--- config.mk ---
export PLATFORM = sky130hd
export DESIGN_NAME = pe_control_unit
export DESIGN_NICKNAME = d
export VERILOG_FILES = /design/src/common/pe_ctrl_pkg.sv /design/src/common/fifo_if.sv /design/src/hdl/buffer_fetch.sv /design/src/hdl/mac_sequencer.sv /design/src/hdl/output_writer.sv /design/src/hdl/param_decode.sv /design/src/hdl/pe_control_unit.sv /design/src/hdl/sync_fifo.sv
export SDC_FILE = /design/constraint.sdc
export NUM_CORES = 2
export LEC_CHECK = 0
export BUFFER_PORTS_ARGS = -buffer_cell sky130_fd_sc_hd__buf_2
export CAP_MARGIN = 20
export CORE_UTILIZATION = 40
export CTS_CLUSTER_SIZE = 14
export DETAILED_ROUTE_END_ITERATION = 16
export GPL_TIMING_DRIVEN = 0
export MAX_ROUTING_LAYER = met4
export PLACE_DENSITY_LB_ADDON = 0.05
export SETUP_SLACK_MARGIN = 0.1
export SLEW_MARGIN = 5
export SYNTH_ARGS = -nofsm -noshare
export SYNTH_HDL_FRONTEND = slang
export SYNTH_SLANG_ARGS = --single-unit
--- constraint.sdc ---
create_clock -name CLK -period 5.3 [get_ports CLK]
set_input_delay 1.06 -clock CLK [delete_from_list [all_inputs] [get_ports CLK]]
set_output_delay 1.06 -clock CLK [all_outputs]
set_load 0.03 [all_outputs]
--- src/common/pe_ctrl_pkg.sv ---
// ==========================================================
// shared types, field positions and FSM encodings for the
// PE control unit, imported by every block of the design
// ==========================================================
`default_nettype none

package pe_ctrl_pkg;

  localparam int DATA_W     = 32;
  localparam int BYTE_LEN   = 8;
  localparam int WORD_BYTES = DATA_W / BYTE_LEN;
  localparam int PARAM_W    = 4;

  typedef logic [DATA_W-1:0]  data_t;
  typedef logic [31:0]        addr_t;
  typedef logic [PARAM_W-1:0] param_t;

  // parameter word layout
  localparam int P_R_LSB      = 0;
  localparam int P_S_LSB      = 4;
  localparam int P_STRIDE_LSB = 8;
  localparam int P_TILE_LSB   = 12;
  localparam int P_CH_LSB     = 16;
  localparam int P_CH_MSB     = 27;
  localparam int P_SOFT_RESET = 29;
  localparam int P_START      = 30;
  localparam int P_VALID      = 31;

  // memory control word
  localparam int MC_BUF_WEIGHTS = 0;
  localparam int MC_BUF_INPUTS  = 3;
  localparam int MC_CLR_OUTPUT  = 5;
  localparam int MC_BUF_PSUMS   = 6;
  localparam int MC_CLR_PSUM    = 7;

  typedef enum logic [1:0] {NONE, WEIGHTS, INPUTS, PSUMS} fetch_kind_e;

  // bursts of BURST_LEN beats per fetch kind
  localparam int WEIGHT_BURSTS = 1;
  localparam int INPUT_BURSTS  = 2;
  localparam int PSUM_BURSTS   = 3;

  typedef enum logic [1:0] {RD_IDLE, RD_ISSUE, RD_WAIT, RD_DONE} rd_state_e;
  typedef enum logic [1:0] {WR_IDLE, WR_ISSUE, WR_WAIT, WR_DONE} wr_state_e;
  typedef enum logic [1:0] {SEQ_IDLE, SEQ_FILL, SEQ_RUN, SEQ_CAPTURE} seq_state_e;

  // status word
  localparam int ST_WEIGHTS_BUF = 0;
  localparam int ST_INPUTS_BUF  = 1;
  localparam int ST_PSUMS_BUF   = 2;
  localparam int ST_OUT_WRITTEN = 3;
  localparam int ST_BUSY        = 4;
  localparam int ST_WEIGHT_ERR  = 16;
  localparam int ST_INPUT_ERR   = 17;
  localparam int ST_PSUM_ERR    = 18;
  localparam int ST_OUTPUT_ERR  = 19;

endpackage

`default_nettype wire

--- src/common/fifo_if.sv ---
// ==========================================================
// one FIFO's write side, read side and flags
// producer and consumer modports face the FIFO's fifo_end
// ==========================================================
`timescale 1ns/1ps
`default_nettype none

interface fifo_if import pe_ctrl_pkg::*; ();

  logic  wr;
  data_t wr_data;
  logic  full;
  logic  rd;
  data_t rd_data;
  logic  empty;

  modport producer (
    output wr,
    output wr_data,
    input  full
  );

  modport consumer (
    output rd,
    input  rd_data,
    input  empty
  );

  modport fifo_end (
    input  wr,
    input  wr_data,
    input  rd,
    output full,
    output rd_data,
    output empty
  );

endinterface

`default_nettype wire

--- src/hdl/buffer_fetch.sv ---
// ==========================================================
// read FSM: turns buffer requests into memory read bursts
// and steers beats to weight, activation or psum targets
// ==========================================================
`timescale 1ns/1ps
`default_nettype none

module buffer_fetch import pe_ctrl_pkg::*; #(
  parameter int BURST_LEN = 16
) (
  input  logic     CLK,
  input  logic     RESETN,
  input  data_t    mem_ctrl,
  input  addr_t    weight_base,
  input  addr_t    input_base,
  input  addr_t    psum_base,
  input  logic     rd_beat,
  input  data_t    rd_data,
  input  logic     txn_done,
  input  logic     axi_error,
  output logic     init_rd_txn,
  output addr_t    rd_addr,
  output logic     weight_wr,
  output logic     act_wr,
  output logic     weights_buffered,
  output logic     inputs_buffered,
  output logic     psums_buffered,
  output logic     weight_err,
  output logic     input_err,
  output logic     psum_err,
  fifo_if.producer psum_q
);

  rd_state_e   state_q;
  fetch_kind_e kind_q;
  fetch_kind_e grant_kind;
  logic [1:0]  burst_idx;
  logic [1:0]  n_bursts;
  addr_t       base;
  logic [2:0]  buf_req;
  logic [2:0]  buf_prev_q;
  logic [2:0]  pend_q;
  logic [2:0]  grant;
  logic [2:0]  sel;
  logic [2:0]  flag_q;
  logic [2:0]  err_q;
  logic [2:0]  err_set;
  logic        beat_ok;

  // bit order everywhere is {psums, inputs, weights}
  assign buf_req = {mem_ctrl[MC_BUF_PSUMS], mem_ctrl[MC_BUF_INPUTS], mem_ctrl[MC_BUF_WEIGHTS]};
  assign sel     = {kind_q == PSUMS, kind_q == INPUTS, kind_q == WEIGHTS};

  // fixed priority among pending requests
  always_comb begin
    if (pend_q[0]) grant_kind = WEIGHTS;
    else if (pend_q[1]) grant_kind = INPUTS;
    else if (pend_q[2]) grant_kind = PSUMS;
    else grant_kind = NONE;
  end

  assign grant = (state_q == RD_IDLE) ?
      {grant_kind == PSUMS, grant_kind == INPUTS, grant_kind == WEIGHTS} : 3'b000;

  always_comb begin
    case (kind_q)
      WEIGHTS: begin
        base     = weight_base;
        n_bursts = 2'(WEIGHT_BURSTS);
      end
      INPUTS: begin
        base     = input_base;
        n_bursts = 2'(INPUT_BURSTS);
      end
      PSUMS: begin
        base     = psum_base;
        n_bursts = 2'(PSUM_BURSTS);
      end
      default: begin
        base     = '0;
        n_bursts = 2'd0;
      end
    endcase
  end

  assign init_rd_txn = state_q == RD_ISSUE;
  assign rd_addr     = base + addr_t'(burst_idx) * addr_t'(BURST_LEN * WORD_BYTES);

  assign beat_ok        = state_q == RD_WAIT && rd_beat;
  assign weight_wr      = beat_ok && kind_q == WEIGHTS;
  assign act_wr         = beat_ok && kind_q == INPUTS;
  assign psum_q.wr      = beat_ok && kind_q == PSUMS;
  assign psum_q.wr_data = rd_data;

  // bus error at burst end, or a psum beat that finds the FIFO full
  always_comb begin
    err_set = 3'b000;
    if (state_q == RD_WAIT && txn_done && axi_error) err_set = sel;
    if (psum_q.wr && psum_q.full) err_set[2] = 1'b1;
  end

  always_ff @(posedge CLK) begin
    if (!RESETN) begin
      state_q    <= RD_IDLE;
      kind_q     <= NONE;
      burst_idx  <= '0;
      buf_prev_q <= '0;
      pend_q     <= '0;
      flag_q     <= '0;
      err_q      <= '0;
    end else begin
      buf_prev_q <= buf_req;
      pend_q     <= (pend_q & ~grant) | (buf_req & ~buf_prev_q);
      flag_q     <= flag_q & ~grant;
      err_q      <= (err_q & ~grant) | err_set;
      case (state_q)
        RD_IDLE: begin
          if (grant_kind != NONE) begin
            kind_q    <= grant_kind;
            burst_idx <= '0;
            state_q   <= RD_ISSUE;
          end
        end
        RD_ISSUE: state_q <= RD_WAIT;
        RD_WAIT: begin
          if (txn_done) begin
            burst_idx <= burst_idx + 1'b1;
            if (burst_idx == n_bursts - 2'd1) flag_q <= flag_q | sel;
            state_q <= RD_DONE;
          end
        end
        RD_DONE: begin
          // one idle cycle between bursts
          if (burst_idx == n_bursts) begin
            kind_q  <= NONE;
            state_q <= RD_IDLE;
          end else begin
            state_q <= RD_ISSUE;
          end
        end
        default: state_q <= RD_IDLE;
      endcase
    end
  end

  assign weights_buffered = flag_q[0];
  assign inputs_buffered  = flag_q[1];
  assign psums_buffered   = flag_q[2];
  assign weight_err       = err_q[0];
  assign input_err        = err_q[1];
  assign psum_err         = err_q[2];

endmodule

`default_nettype wire

--- src/hdl/mac_sequencer.sv ---
// ==========================================================
// MAC array run control: pipeline fill, tile sweep, stall
// and capture of the array's output psums into the out FIFO
// ==========================================================
`timescale 1ns/1ps
`default_nettype none

module mac_sequencer import pe_ctrl_pkg::*; #(
  parameter int MAC_PIPE_DEPTH = 2
) (
  input  logic     CLK,
  input  logic     RESETN,
  input  logic     start_pulse,
  input  param_t   r,
  input  param_t   tile,
  input  logic     act_valid,
  input  data_t    out_psum,
  output logic     stall,
  output data_t    in_psum,
  output logic     busy,
  output logic     capture_done,
  fifo_if.consumer psum_q,
  fifo_if.producer out_q
);

  localparam int PIPE_W = $clog2(MAC_PIPE_DEPTH + 1);

  seq_state_e        state_q;
  logic [PIPE_W-1:0] pipe_cnt;
  param_t            col_cnt;
  param_t            row_cnt;
  logic [7:0]        cap_cnt;
  logic [7:0]        cap_len;

  assign cap_len = tile * r;
  assign busy    = state_q != SEQ_IDLE;

  // array waits on missing activations, except while draining outputs
  assign stall = !act_valid && (state_q == SEQ_FILL || state_q == SEQ_RUN);

  // one input psum per valid activation
  assign psum_q.rd     = act_valid;
  assign in_psum       = psum_q.rd_data;
  assign out_q.wr      = state_q == SEQ_CAPTURE;
  assign out_q.wr_data = out_psum;

  always_ff @(posedge CLK) begin
    if (!RESETN) begin
      state_q      <= SEQ_IDLE;
      pipe_cnt     <= '0;
      col_cnt      <= '0;
      row_cnt      <= '0;
      cap_cnt      <= '0;
      capture_done <= 1'b0;
    end else begin
      capture_done <= 1'b0;
      case (state_q)
        SEQ_IDLE: begin
          if (start_pulse) begin
            pipe_cnt <= '0;
            col_cnt  <= '0;
            row_cnt  <= '0;
            cap_cnt  <= '0;
            state_q  <= SEQ_FILL;
          end
        end
        SEQ_FILL: begin
          if (act_valid) begin
            if (pipe_cnt == PIPE_W'(MAC_PIPE_DEPTH - 1)) begin
              state_q <= SEQ_RUN;
            end else begin
              pipe_cnt <= pipe_cnt + 1'b1;
            end
          end
        end
        SEQ_RUN: begin
          // tile columns per row, rows 0..R
          if (act_valid) begin
            if (col_cnt == tile - 4'd1) begin
              col_cnt <= '0;
              if (row_cnt == r) begin
                state_q <= SEQ_CAPTURE;
              end else begin
                row_cnt <= row_cnt + 1'b1;
              end
            end else begin
              col_cnt <= col_cnt + 1'b1;
            end
          end
        end
        SEQ_CAPTURE: begin
          cap_cnt <= cap_cnt + 1'b1;
          if (cap_cnt + 8'd1 >= cap_len) begin
            capture_done <= 1'b1;
            state_q      <= SEQ_IDLE;
          end
        end
        default: state_q <= SEQ_IDLE;
      endcase
    end
  end

endmodule

`default_nettype wire

--- src/hdl/output_writer.sv ---
// ==========================================================
// write FSM: drains captured output psums to memory in
// bursts of BURST_LEN words once capture has finished
// ==========================================================
`timescale 1ns/1ps
`default_nettype none

module output_writer import pe_ctrl_pkg::*; #(
  parameter int BURST_LEN = 16
) (
  input  logic     CLK,
  input  logic     RESETN,
  input  logic     capture_done,
  input  logic     start_pulse,
  input  param_t   r,
  input  param_t   tile,
  input  addr_t    output_base,
  input  logic     wr_beat,
  input  logic     txn_done,
  input  logic     axi_error,
  output logic     init_wr_txn,
  output addr_t    wr_addr,
  output data_t    wr_data,
  output logic     output_written,
  output logic     output_err,
  fifo_if.consumer out_q
);

  wr_state_e  state_q;
  logic [7:0] out_len;
  logic [7:0] n_bursts;
  logic [7:0] n_bursts_q;
  logic [7:0] burst_idx;

  // ceiling of tile*R words over the burst length
  assign out_len  = tile * r;
  assign n_bursts = 8'((int'(out_len) + BURST_LEN - 1) / BURST_LEN);

  assign init_wr_txn = state_q == WR_ISSUE;
  assign wr_addr     = output_base + addr_t'(burst_idx) * addr_t'(BURST_LEN * WORD_BYTES);
  assign out_q.rd    = wr_beat && state_q == WR_WAIT;
  assign wr_data     = out_q.empty ? '0 : out_q.rd_data;

  always_ff @(posedge CLK) begin
    if (!RESETN) begin
      state_q        <= WR_IDLE;
      n_bursts_q     <= '0;
      burst_idx      <= '0;
      output_written <= 1'b0;
      output_err     <= 1'b0;
    end else begin
      case (state_q)
        WR_IDLE: begin
          if (start_pulse) begin
            output_written <= 1'b0;
            output_err     <= 1'b0;
          end
          if (capture_done) begin
            n_bursts_q <= n_bursts;
            burst_idx  <= '0;
            if (n_bursts == '0) begin
              output_written <= 1'b1;
            end else begin
              state_q <= WR_ISSUE;
            end
          end
        end
        WR_ISSUE: state_q <= WR_WAIT;
        WR_WAIT: begin
          if (txn_done) begin
            if (axi_error) output_err <= 1'b1;
            if (burst_idx == n_bursts_q - 8'd1) output_written <= 1'b1;
            burst_idx <= burst_idx + 8'd1;
            state_q   <= WR_DONE;
          end
        end
        WR_DONE: begin
          if (burst_idx == n_bursts_q) begin
            state_q <= WR_IDLE;
          end else begin
            state_q <= WR_ISSUE;
          end
        end
        default: state_q <= WR_IDLE;
      endcase
    end
  end

endmodule

`default_nettype wire

--- src/hdl/param_decode.sv ---
// ==========================================================
// decodes the accelerator parameter word into array mux
// settings on valid, and flags the rising edge of start
// ==========================================================
`timescale 1ns/1ps
`default_nettype none

module param_decode import pe_ctrl_pkg::*; #(
  parameter int PE_ROWS = 5,
  parameter int PE_COLS = 5
) (
  input  logic                       CLK,
  input  logic                       RESETN,
  input  data_t                      acc_params,
  output param_t                     r,
  output param_t                     s,
  output param_t                     tile,
  output logic [PE_ROWS*PE_COLS-1:0] add_mux_ctrl,
  output logic [PE_ROWS*4-1:0]       row_out_mux_ctrl,
  output logic [2:0]                 psum_out_mux_ctrl,
  output logic                       start_pulse
);

  localparam int CH_W = P_CH_MSB - P_CH_LSB + 1;

  param_t r_in;
  param_t s_in;
  param_t tile_in;
  logic   start_q;

  // stride and channels are not used here, only checked to fit the word
  if (P_STRIDE_LSB + PARAM_W > P_TILE_LSB || P_CH_LSB + CH_W > P_SOFT_RESET ||
      PE_ROWS > 8) begin : g_layout_err
    $error("parameter word layout does not fit the array");
  end

  assign r_in    = acc_params[P_R_LSB +: PARAM_W];
  assign s_in    = acc_params[P_S_LSB +: PARAM_W];
  assign tile_in = acc_params[P_TILE_LSB +: PARAM_W];

  always_ff @(posedge CLK) begin
    if (!RESETN) begin
      r                 <= '0;
      s                 <= '0;
      tile              <= '0;
      add_mux_ctrl      <= '0;
      row_out_mux_ctrl  <= '0;
      psum_out_mux_ctrl <= '0;
    end else if (acc_params[P_VALID]) begin
      r    <= r_in;
      s    <= s_in;
      tile <= tile_in;
      for (int row = 0; row < PE_ROWS; row++) begin
        // adders active in the first S columns of the first R rows
        for (int col = 0; col < PE_COLS; col++) begin
          add_mux_ctrl[row*PE_COLS + col] <= (col < s_in) && (row < r_in);
        end
        row_out_mux_ctrl[row*4 +: 4] <= tile_in - 4'd1;
      end
      psum_out_mux_ctrl <= 3'(r_in - 4'd1);
    end
  end

  always_ff @(posedge CLK) begin
    if (!RESETN) begin
      start_q     <= 1'b0;
      start_pulse <= 1'b0;
    end else begin
      start_q     <= acc_params[P_START];
      start_pulse <= acc_params[P_START] && !start_q;
    end
  end

endmodule

`default_nettype wire

--- src/hdl/pe_control_unit.sv ---
// ==========================================================
// PE control unit top: parameter decode, fetch, MAC run
// control, output write-back and the status word
// ==========================================================
`timescale 1ns/1ps
`default_nettype none

module pe_control_unit import pe_ctrl_pkg::*; #(
  parameter int PE_ROWS        = 5,
  parameter int PE_COLS        = 5,
  parameter int MAC_PIPE_DEPTH = 2,
  parameter int BURST_LEN      = 16,
  parameter int FIFO_DEPTH     = 64
) (
  input  logic                       CLK,
  input  logic                       RESETN,
  input  data_t                      acc_params,
  input  addr_t                      weight_base_addr,
  input  addr_t                      input_base_addr,
  input  addr_t                      output_base_addr,
  input  data_t                      mem_ctrl,
  output data_t                      pe_status,
  // array side
  output logic                       resetn_mac,
  output logic [PE_ROWS*PE_COLS-1:0] add_mux_ctrl,
  output logic [PE_ROWS*4-1:0]       row_out_mux_ctrl,
  output logic [2:0]                 psum_out_mux_ctrl,
  output logic                       stall,
  output data_t                      in_psum_out,
  input  data_t                      out_psum_in,
  input  logic                       act_valid,
  output logic                       weight_wr,
  output logic                       act_wr,
  // memory master
  output addr_t                      rd_addr,
  output addr_t                      wr_addr,
  input  data_t                      rd_data,
  input  logic                       rd_beat,
  output data_t                      wr_data,
  input  logic                       wr_beat,
  output logic                       init_rd_txn,
  output logic                       init_wr_txn,
  input  logic                       txn_done,
  input  logic                       axi_error
);

  logic       resetn_soft;
  logic [1:0] clr_prev_q;
  logic       clr_out;
  logic       clr_psum;
  param_t     r;
  param_t     tile;
  logic       start_pulse;
  logic       busy;
  logic       capture_done;
  logic       weights_buffered;
  logic       inputs_buffered;
  logic       psums_buffered;
  logic       output_written;
  logic       weight_err;
  logic       input_err;
  logic       psum_err;
  logic       output_err;
  data_t      status_d;

  fifo_if psum_q ();
  fifo_if out_q ();

  assign resetn_soft = RESETN && !acc_params[P_SOFT_RESET];
  assign resetn_mac  = resetn_soft;

  // FIFO clears on the rising edge of their control bits
  always_ff @(posedge CLK) begin
    if (!resetn_soft) begin
      clr_prev_q <= '0;
    end else begin
      clr_prev_q <= {mem_ctrl[MC_CLR_PSUM], mem_ctrl[MC_CLR_OUTPUT]};
    end
  end

  assign clr_out  = mem_ctrl[MC_CLR_OUTPUT] && !clr_prev_q[0];
  assign clr_psum = mem_ctrl[MC_CLR_PSUM] && !clr_prev_q[1];

  param_decode #(.PE_ROWS(PE_ROWS), .PE_COLS(PE_COLS)) param_decode_inst (
    .CLK(CLK), .RESETN(resetn_soft), .acc_params(acc_params),
    .r(r), .s(), .tile(tile),
    .add_mux_ctrl(add_mux_ctrl), .row_out_mux_ctrl(row_out_mux_ctrl),
    .psum_out_mux_ctrl(psum_out_mux_ctrl), .start_pulse(start_pulse)
  );

  // psums are read back from the output region
  buffer_fetch #(.BURST_LEN(BURST_LEN)) buffer_fetch_inst (
    .CLK(CLK), .RESETN(RESETN), .mem_ctrl(mem_ctrl),
    .weight_base(weight_base_addr), .input_base(input_base_addr),
    .psum_base(output_base_addr),
    .rd_beat(rd_beat), .rd_data(rd_data), .txn_done(txn_done), .axi_error(axi_error),
    .init_rd_txn(init_rd_txn), .rd_addr(rd_addr),
    .weight_wr(weight_wr), .act_wr(act_wr),
    .weights_buffered(weights_buffered), .inputs_buffered(inputs_buffered),
    .psums_buffered(psums_buffered),
    .weight_err(weight_err), .input_err(input_err), .psum_err(psum_err),
    .psum_q(psum_q)
  );

  sync_fifo #(.FIFO_DEPTH(FIFO_DEPTH)) psum_fifo_inst (
    .CLK(CLK), .RESETN(resetn_soft), .clear(clr_psum), .q(psum_q)
  );

  mac_sequencer #(.MAC_PIPE_DEPTH(MAC_PIPE_DEPTH)) mac_sequencer_inst (
    .CLK(CLK), .RESETN(resetn_soft), .start_pulse(start_pulse),
    .r(r), .tile(tile), .act_valid(act_valid), .out_psum(out_psum_in),
    .stall(stall), .in_psum(in_psum_out), .busy(busy), .capture_done(capture_done),
    .psum_q(psum_q), .out_q(out_q)
  );

  sync_fifo #(.FIFO_DEPTH(FIFO_DEPTH)) out_fifo_inst (
    .CLK(CLK), .RESETN(resetn_soft), .clear(clr_out), .q(out_q)
  );

  output_writer #(.BURST_LEN(BURST_LEN)) output_writer_inst (
    .CLK(CLK), .RESETN(RESETN), .capture_done(capture_done), .start_pulse(start_pulse),
    .r(r), .tile(tile), .output_base(output_base_addr),
    .wr_beat(wr_beat), .txn_done(txn_done), .axi_error(axi_error),
    .init_wr_txn(init_wr_txn), .wr_addr(wr_addr), .wr_data(wr_data),
    .output_written(output_written), .output_err(output_err), .out_q(out_q)
  );

  always_comb begin
    status_d                 = '0;
    status_d[ST_WEIGHTS_BUF] = weights_buffered;
    status_d[ST_INPUTS_BUF]  = inputs_buffered;
    status_d[ST_PSUMS_BUF]   = psums_buffered;
    status_d[ST_OUT_WRITTEN] = output_written;
    status_d[ST_BUSY]        = busy;
    status_d[ST_WEIGHT_ERR]  = weight_err;
    status_d[ST_INPUT_ERR]   = input_err;
    status_d[ST_PSUM_ERR]    = psum_err;
    status_d[ST_OUTPUT_ERR]  = output_err;
  end

  always_ff @(posedge CLK) begin
    if (!RESETN) begin
      pe_status <= '0;
    end else begin
      pe_status <= status_d;
    end
  end

endmodule

`default_nettype wire

--- src/hdl/sync_fifo.sv ---
// ==========================================================
// first-word-fall-through FIFO with synchronous clear
// head word is visible whenever empty is low
// ==========================================================
`timescale 1ns/1ps
`default_nettype none

module sync_fifo import pe_ctrl_pkg::*; #(
  parameter int FIFO_DEPTH = 64
) (
  input  logic     CLK,
  input  logic     RESETN,
  input  logic     clear,
  fifo_if.fifo_end q
);

  localparam int PTR_W = (FIFO_DEPTH > 1) ? $clog2(FIFO_DEPTH) : 1;
  localparam int CNT_W = PTR_W + 1;

  data_t            mem [FIFO_DEPTH];
  logic [PTR_W-1:0] wr_ptr;
  logic [PTR_W-1:0] rd_ptr;
  logic [CNT_W-1:0] count;
  logic             do_wr;
  logic             do_rd;

  function automatic logic [PTR_W-1:0] next_ptr(input logic [PTR_W-1:0] p);
    return (p == PTR_W'(FIFO_DEPTH - 1)) ? '0 : p + 1'b1;
  endfunction

  assign q.full    = count == CNT_W'(FIFO_DEPTH);
  assign q.empty   = count == '0;
  assign q.rd_data = mem[rd_ptr];

  // writes into a full FIFO and reads from an empty one are ignored
  assign do_wr = q.wr && !q.full;
  assign do_rd = q.rd && !q.empty;

  always_ff @(posedge CLK) begin
    if (!RESETN || clear) begin
      wr_ptr <= '0;
      rd_ptr <= '0;
      count  <= '0;
    end else begin
      if (do_wr) wr_ptr <= next_ptr(wr_ptr);
      if (do_rd) rd_ptr <= next_ptr(rd_ptr);
      case ({do_wr, do_rd})
        2'b10:   count <= count + 1'b1;
        2'b01:   count <= count - 1'b1;
        default: count <= count;
      endcase
    end
  end

  always_ff @(posedge CLK) begin
    if (do_wr) mem[wr_ptr] <= q.wr_data;
  end

endmodule

`default_nettype wire

# Yosys cells after proc, flatten, opt, wreduce, memory -nomap -nowiden

Memories as Yosys holds them, arrays and structs flattened. A register that Yosys moved wholly into a read port is not among the register bits.
Index checks and enable logic that the tools add are counted.

Bits in registers: 189
Bits in writable memories: 4096
Input port bits: 231
Output and inout port bits: 214
Logic and storage cells: 294
Memories kept: 2

$add $sub $neg: 24
Multipliers: 1
Order comparisons: 11
Equality and inequality tests: 50
Multiplexer cells: 76
Bitwise gates (word level): 10
Reduce and logical (&&, ||, !) cells: 86

Memories:

| name               | words | width | rd ports | clocked after memory_dff | wr ports | line            | source |
|---|---|---|---|---|---|---|---|
| out_fifo_inst.mem  | 64    | 32    | 1        | 1                        | 1        | sync_fifo.sv:20 | `data_t mem [FIFO_DEPTH];` |
| psum_fifo_inst.mem | 64    | 32    | 1        | 1                        | 1        | sync_fifo.sv:20 |  |

Operators with widths:

| operator                                                                     | number |
|---|---|
| 32-bit case mux with 3 select lines                                          | 1 |
| 6-bit two-way mux                                                            | 8 |
| 1-bit logical AND                                                            | 42 |
| 2-bit two-way mux                                                            | 21 |
| 2-bit != test (second input constant)                                        | 17 |
| 32-bit by 14-bit adder with 32-bit output                                    | 1 |
| 32-bit by 8-bit adder with 32-bit output                                     | 1 |
| 32-bit two-way mux                                                           | 1 |
| 8-bit case mux with 2 select lines                                           | 2 |
| 7-bit case mux with 2 select lines                                           | 2 |
| 6-bit by 1-bit adder with 6-bit output (second input constant)               | 4 |
| 2-bit == test (second input constant)                                        | 12 |
| 6-bit == test (second input constant)                                        | 4 |
| 4-bit two-way mux                                                            | 6 |
| 8-bit two-way mux                                                            | 3 |
| 2-bit case mux with 4 select lines                                           | 3 |
| 2-bit nonzero test                                                           | 10 |
| 3-bit AND reduction                                                          | 6 |
| 8-bit by 1-bit adder with 8-bit output (second input constant)               | 2 |
| 2-bit by 1-bit == test with 1-bit output (second input constant)             | 8 |
| 8-bit == test                                                                | 2 |
| 1-bit by 4-bit less-than comparator with 1-bit output (first input constant) | 4 |
| 2-bit by 4-bit less-than comparator with 1-bit output (first input constant) | 4 |
| 1-bit two-way mux                                                            | 16 |
| other kinds (37)                                                             | 78 |

# Logic depth before layout (Yosys ltp)

Word-level depth: 10
Mapped depth: 17
Depth with buffers taken out: 16

# By module

From an unflattened synthesis, not the netlist that was laid out.

Cell total of the unflattened synthesis: 8126
Area, all modules: 168196.3 um2

Modules (own cells, without submodules):

| module                     | times used | cells each | area each (um2) | seq. area each (um2) |
|---|---|---|---|---|
| sync_fifo (psum_fifo_inst) | 1          | 3503       | 79399.9         | 61999.5 |
| sync_fifo (out_fifo_inst)  | 1          | 3463       | 79137.1         | 61999.5 |
| mac_sequencer              | 1          | 300        | 2471.1          | 420.4 |
| output_writer              | 1          | 318        | 2469.9          | 340.3 |
| buffer_fetch               | 1          | 294        | 2274.7          | 360.3 |
| param_decode               | 1          | 198        | 1933.1          | 920.9 |
| pe_control_unit            | 1          | 50         | 510.5           | 220.2 |

# Worst setup path before layout

Ideal clock, no wire load.

Path type: register to output
Start: reg buffer_fetch_inst.kind_q[0]
End: out rd_addr[30]
Arrival: 4.149 ns
Slack: 0.091 ns
Stages on the path, launching flop included: 18
Buffers on the path: 4
Cells stage by stage: dfxtp_1 > inv_1 > ha_1 > buf_2 > buf_2 > buf_1 > clkbuf_1 > a222oi_1 > nor2_1 > ha_1 > inv_1 > fa_1 > nor4_1 > nand3_1 > nor4b_4 > nand3_1 > xor2_1 > nor2_1

Cells in the longest elaborated chain, start to end: 3
Elaborated cells on any way between the ends: 5

RTL lines:

| element                                                                   | line                  | source |
|---|---|---|
| start: declaration                                                        | buffer_fetch.sv:35    | `fetch_kind_e kind_q;` |
| start signal: assignment                                                  | buffer_fetch.sv:119   | `kind_q <= grant_kind;` |
| 2-bit == test or 2-bit by 1-bit == test with 1-bit output (tied branches) | buffer_fetch.sv:66    | `case (kind_q)` |
| 32-bit case mux with 3 select lines *                                     | buffer_fetch.sv:66    |  |
| 32-bit by 8-bit adder with 32-bit output *                                | buffer_fetch.sv:87    | `assign rd_addr = base + addr_t'(burst_idx) * addr_t'(BURST_LEN * WORD_BYTES);` |
| end: declaration                                                          | pe_control_unit.sv:35 | `output addr_t rd_addr,` |

Every way passes the cells marked *; elsewhere a longest branch is shown, timed or not.

# Worst setup path in the final report

Start: reg buffer_fetch_inst.kind_q[0]
End: out rd_addr[28]

Same word-level chain as after synthesis.

==> run_results.csv <==
group,metric,value,unit
run_status,outcome,"completed",
final_layout,drive_above_1_share,35.9,%
grt,grt_pass1_wl,712000,um
power_and_ir_drop,p_leak,61.2,nW
logic_synthesis,synth_edf_count,4096,
clock_tree,cts_buffer_depth,4,
critical_path,worstSetupStartpointType,"flip-flop",
timing,layout_setup_ws,0.154,ns
placement,port-buffer-count,377,
critical_path,regToRegSetupSlack,0.80,ns
run,maxCapViolations,0,
floorplanning,initial_core_util,40.2,%
floorplanning,fp.coreArea,413000,um^2
placement,placed_cell_area,181000,um^2
power_and_ir_drop,swShare,20.9,%
worst_hold_path,holdPathEnd,"buffer_fetch_inst.buf_prev_q[1]",
routing,ant_nets,0,
routing,drc,0,
grt,grt_util_all_layers,25.6,%
routing,vias,82875,
logic_synthesis,syn_area_per_cell,22.4,um^2
logic_synthesis,synth_top_area_share,74.1,%
logic_synthesis,syn_area,166000,um^2
logic_synthesis,synth.largest_area_cell,"edfxtp_1",
worst_hold_path,holdCritStartpoint,"mem_ctrl[3]",
timing,hold_viol,0,
worst_hold_path,hold_class,"input port to flip-flop",
floorplanning,die_y,646,um
timing,rsz0062_at_grt,"yes",
critical_path,max_stage_delay,0.38,ns
timing,finalMaxSlewViolations,0,
grt,antenna_found_initial,37,
timing,slew_headroom,20.7,%
logic_synthesis,synth_cells,7422,
routing,drtPass1Iterations,10,
critical_path,crit_chain,"inv_4 > ha_4 > buf_8 > buf_8 > clkbuf_16 > a222oi_1 > nor2_2 > ha_4 > inv_2 > fa_2 > nor4_4 > nand3_2 > nor4b_4 > buf_6 > nand2_2 > xnor2_2 > nor2_1 > buf_4",
floorplanning,io_pins,445,
critical_path,worstSetupEndpointType,"output port",
clock_tree,clkTransAtPathRegs,0.06,ns
routing,wl_per_cell,36.1,um
power_and_ir_drop,p_clk_share,44.3,%
floorplanning,rows,236,
timing,tightest_slew,1.19,ns
critical_path,cp.arrival,4.09,ns
floorplanning,fp.dieW,646,um
power_and_ir_drop,irDropWorstVdd,306,uV
timing,fin_crit_sh,97.1,%
placement,dp_hpwl,359000,um
routing,vias_per_cell,5.73,
logic_synthesis,async_flop_share,0,%
critical_path,path_max_fanout,7,
final_layout,area_delta_synth_final,19.9,%
logic_synthesis,synth_cell_type_count,62,
clock_tree,cts_buffers,454,
timing,fin_worst_skew,0.0573,ns
clock_tree,htree_levels,5,
timing,finalCriticalPeriod,5.15,ns
clock_tree,clock-sinks,4255,
grt,grt_start_max_net_pins,65,
timing,fmax,0.194,GHz
critical_path,reg2reg_to,"out_fifo_inst.mem[43][21]",
power_and_ir_drop,total_power,69.5,mW
logic_synthesis,yosysMostFrequentCell,"edfxtp_1",
routing,finalWirelength,522000,um
power_and_ir_drop,power_frac_seq,53.1,%
timing,setup-violations-final,0,
final_layout,finalNetCount,8913,
power_and_ir_drop,combPwrFrac,2.6,%
power_and_ir_drop,p_int,54.9,mW
logic_synthesis,yosysSeqAreaShare,76.0,%
final_layout,fillers,33760,
power_and_ir_drop,powerDensity,349,nW/um^2
clock_tree,root_buffer,"clkbuf_16",
worst_hold_path,worstHoldPathCells,2,
timing,finalSetupTns,0,ns
placement,gp_congestion,0.876,
critical_path,r2r_start,"mac_sequencer_inst.state_q[1]",
critical_path,r2r_cells,9,
final_layout,final_cell_area,199000,um^2
clock_tree,clk_latency,1.01,ns
grt,grt_remaining_overflow,0,
routing,drt_iter0_drc,9124,
clock_tree,cts_tree,"done",
logic_synthesis,ys_top_cells_by_area,"edfxtp_1 74%, mux4_2 17%, dfxtp_1 1.9%",
power_and_ir_drop,net-switching-power,14.5,mW
logic_synthesis,synth_common_cells,"4096 x edfxtp_1, 1259 x mux4_2, 309 x nor2_1, 188 x clkbuf_1, 159 x dfxtp_1",
placement,dp_slack,-1.05,ns
critical_path,required,4.24,ns
critical_path,crit_slowest_cell,"fa_2",
logic_synthesis,synthFlopType,"edfxtp_1",
clock_tree,cts_hold_buf,0,
logic_synthesis,yosysWarningCount,0,
logic_synthesis,synth_seq_cells,4255,
floorplanning,die_area,418000,um^2
grt,grt_pass1_vias,85461,
critical_path,critical_path_class,"flip-flop to output port",
-- registers in the layout, summed over array words and instances (netlist names), 5 cells and up, named ones only --
| name | count |
|---|---|
| out_fifo_inst.count | 7 |
| out_fifo_inst.mem | 2048 |
| param_decode_inst.add_mux_ctrl | 25 |
| psum_fifo_inst.count | 7 |
| out_fifo_inst.wr_ptr | 6 |
| mac_sequencer_inst.cap_cnt | 8 |
| pe_status | 9 |
| output_writer_inst.burst_idx | 8 |
| psum_fifo_inst.wr_ptr | 6 |
| psum_fifo_inst.mem | 2048 |
| out_fifo_inst.rd_ptr | 6 |
| output_writer_inst.n_bursts_q | 5 |
| psum_fifo_inst.rd_ptr | 6 |
-- cells in the final DEF, fill, tap and decap left out, types with 17 or more instances in the layout --
master / instances
nor3_1: 20
diode_2: 18
mux4_2: 1259
a21oi_2: 21
nand2_1: 87
nand3_1: 31
mux2i_1: 82
clkbuf_1: 175
mux2i_4: 17
xnor2_1: 64
buf_6: 65
a222oi_1: 30
clkbuf_2: 66
dfxtp_1: 155
o21ai_0: 41
edfxtp_1: 4096
nand4_1: 19
clkbuf_4: 30
xor2_1: 44
clkbuf_16: 462
buf_4: 146
a21oi_1: 110
a211oi_1: 64
buf_16: 45
ha_1: 65
nand2b_1: 17
clkinv_1: 104
conb_1: 23
and2_1: 30
nor2b_1: 110
buf_2: 373
nor2_4: 130
buf_12: 236
nor2_1: 177
bufinv_16: 33
clkbuf_8: 22
a211oi_2: 23
buf_8: 71
clkinv_2: 87
inv_1: 65
-- how the worst max path moves through the flow --
stage	startpoint	endpoint	slack, ns	depth (start not counted)
after CTS	buffer_fetch_inst.kind_q[0]	rd_addr[30]	-0.17	19
final	buffer_fetch_inst.kind_q[0]	rd_addr[28]	0.15	18
after global routing	buffer_fetch_inst.kind_q[0]	rd_addr[30]	-0.05	18
after detailed placement	flip-flop	wr_data[15]	-1.05	10
after floorplan	buffer_fetch_inst.kind_q[0]	rd_addr[22]	0.12	17
after global placement	mac_sequencer_inst.state_q[1]	out_fifo_inst.mem[51][27]	-2.71	7
-- worst max-delay path: cells and delay by family (launching register included) --
family / cells / cell delay [ns]
XOR/XNOR: 1 / 0.15
flip-flops: 1 / 0.37
adder cells (fa/ha/maj): 3 / 0.70
buffers and inverters: 7 / 0.82
AO/OA/AOI/OAI: 1 / 0.10
AND/OR/NAND/NOR: 6 / 0.97
-- power by group through the flow --
stage | registers [mW] | clock network [mW] | logic (mW)
6_report | 36.9 | 30.8 | 1.79
2_1_floorplan | 37.6 | 0 | 0.624
4_1_cts | 36.9 | 31.4 | 1.71
3_3_place_gp | 37.6 | 0 | 1.44
3_5_place_dp | 37.6 | 0 | 1.56
5_1_grt | 36.9 | 32.5 | 1.91
-- metrics by stage --
| stage | util [%] | hold WS, ns | instances |
|---|---|---|---|
| finish | 48.2 | 0.292 | 14471 |
| global route | 48.2 | 0.263 | 14465 |
| CTS | 47.9 | 0.197 | 14412 |
| detailed placement | 43.9 | 0.376 | 13556 |
| global placement | 42.3 | 0.375 | 13295 |
| floorplan | - | 0.367 | 7444 |
-- layer usage --
layer  part of all wire, %  GRT usage, %  vias to the layer above
met3                   5.0          3.00                      712
met1                    39          31.8                    45669
li1                      -             -                    33729
met5                     0             -                        -
met2                    53          44.6                     2765
met4                   3.2          7.13                        0
-- cell type report --
cell class,instances,area [um^2],area share [%]
Inverter,68,260,0.131
Clock buffer,569,12000,6.01
Antenna cell,18,45.0,0.0226
Sequential cell,4255,126000,63.4
Timing Repair Buffer,707,8270,4.15
Clock inverter,263,2290,1.15
Multi-Input combinational cell,2684,39500,19.8
Buffer,433,3690,1.85
Tap cell,5474,6850,3.44
-- kinds of logic after synthesis --
logic type | synth area share (%)
compound gates | 1.55
xor+xnor | 0.585
fa+ha+maj | 0.637
buf+inv | 1.45
flops | 76.0
mux | 17.8
other cells | 0.00226
simple gates | 2.03
-- what timing repair did --
item | 4_1_cts | 5_1_grt
setup buffers | 25 | 11
hold endpoints to repair | 0 | 0
gates resized for setup | 747 | 45
setup endpoints to repair | 95 | 45
gates cloned | 0 | 0
pin swaps | 24 | 20
(Power assumes the default switching activity.)
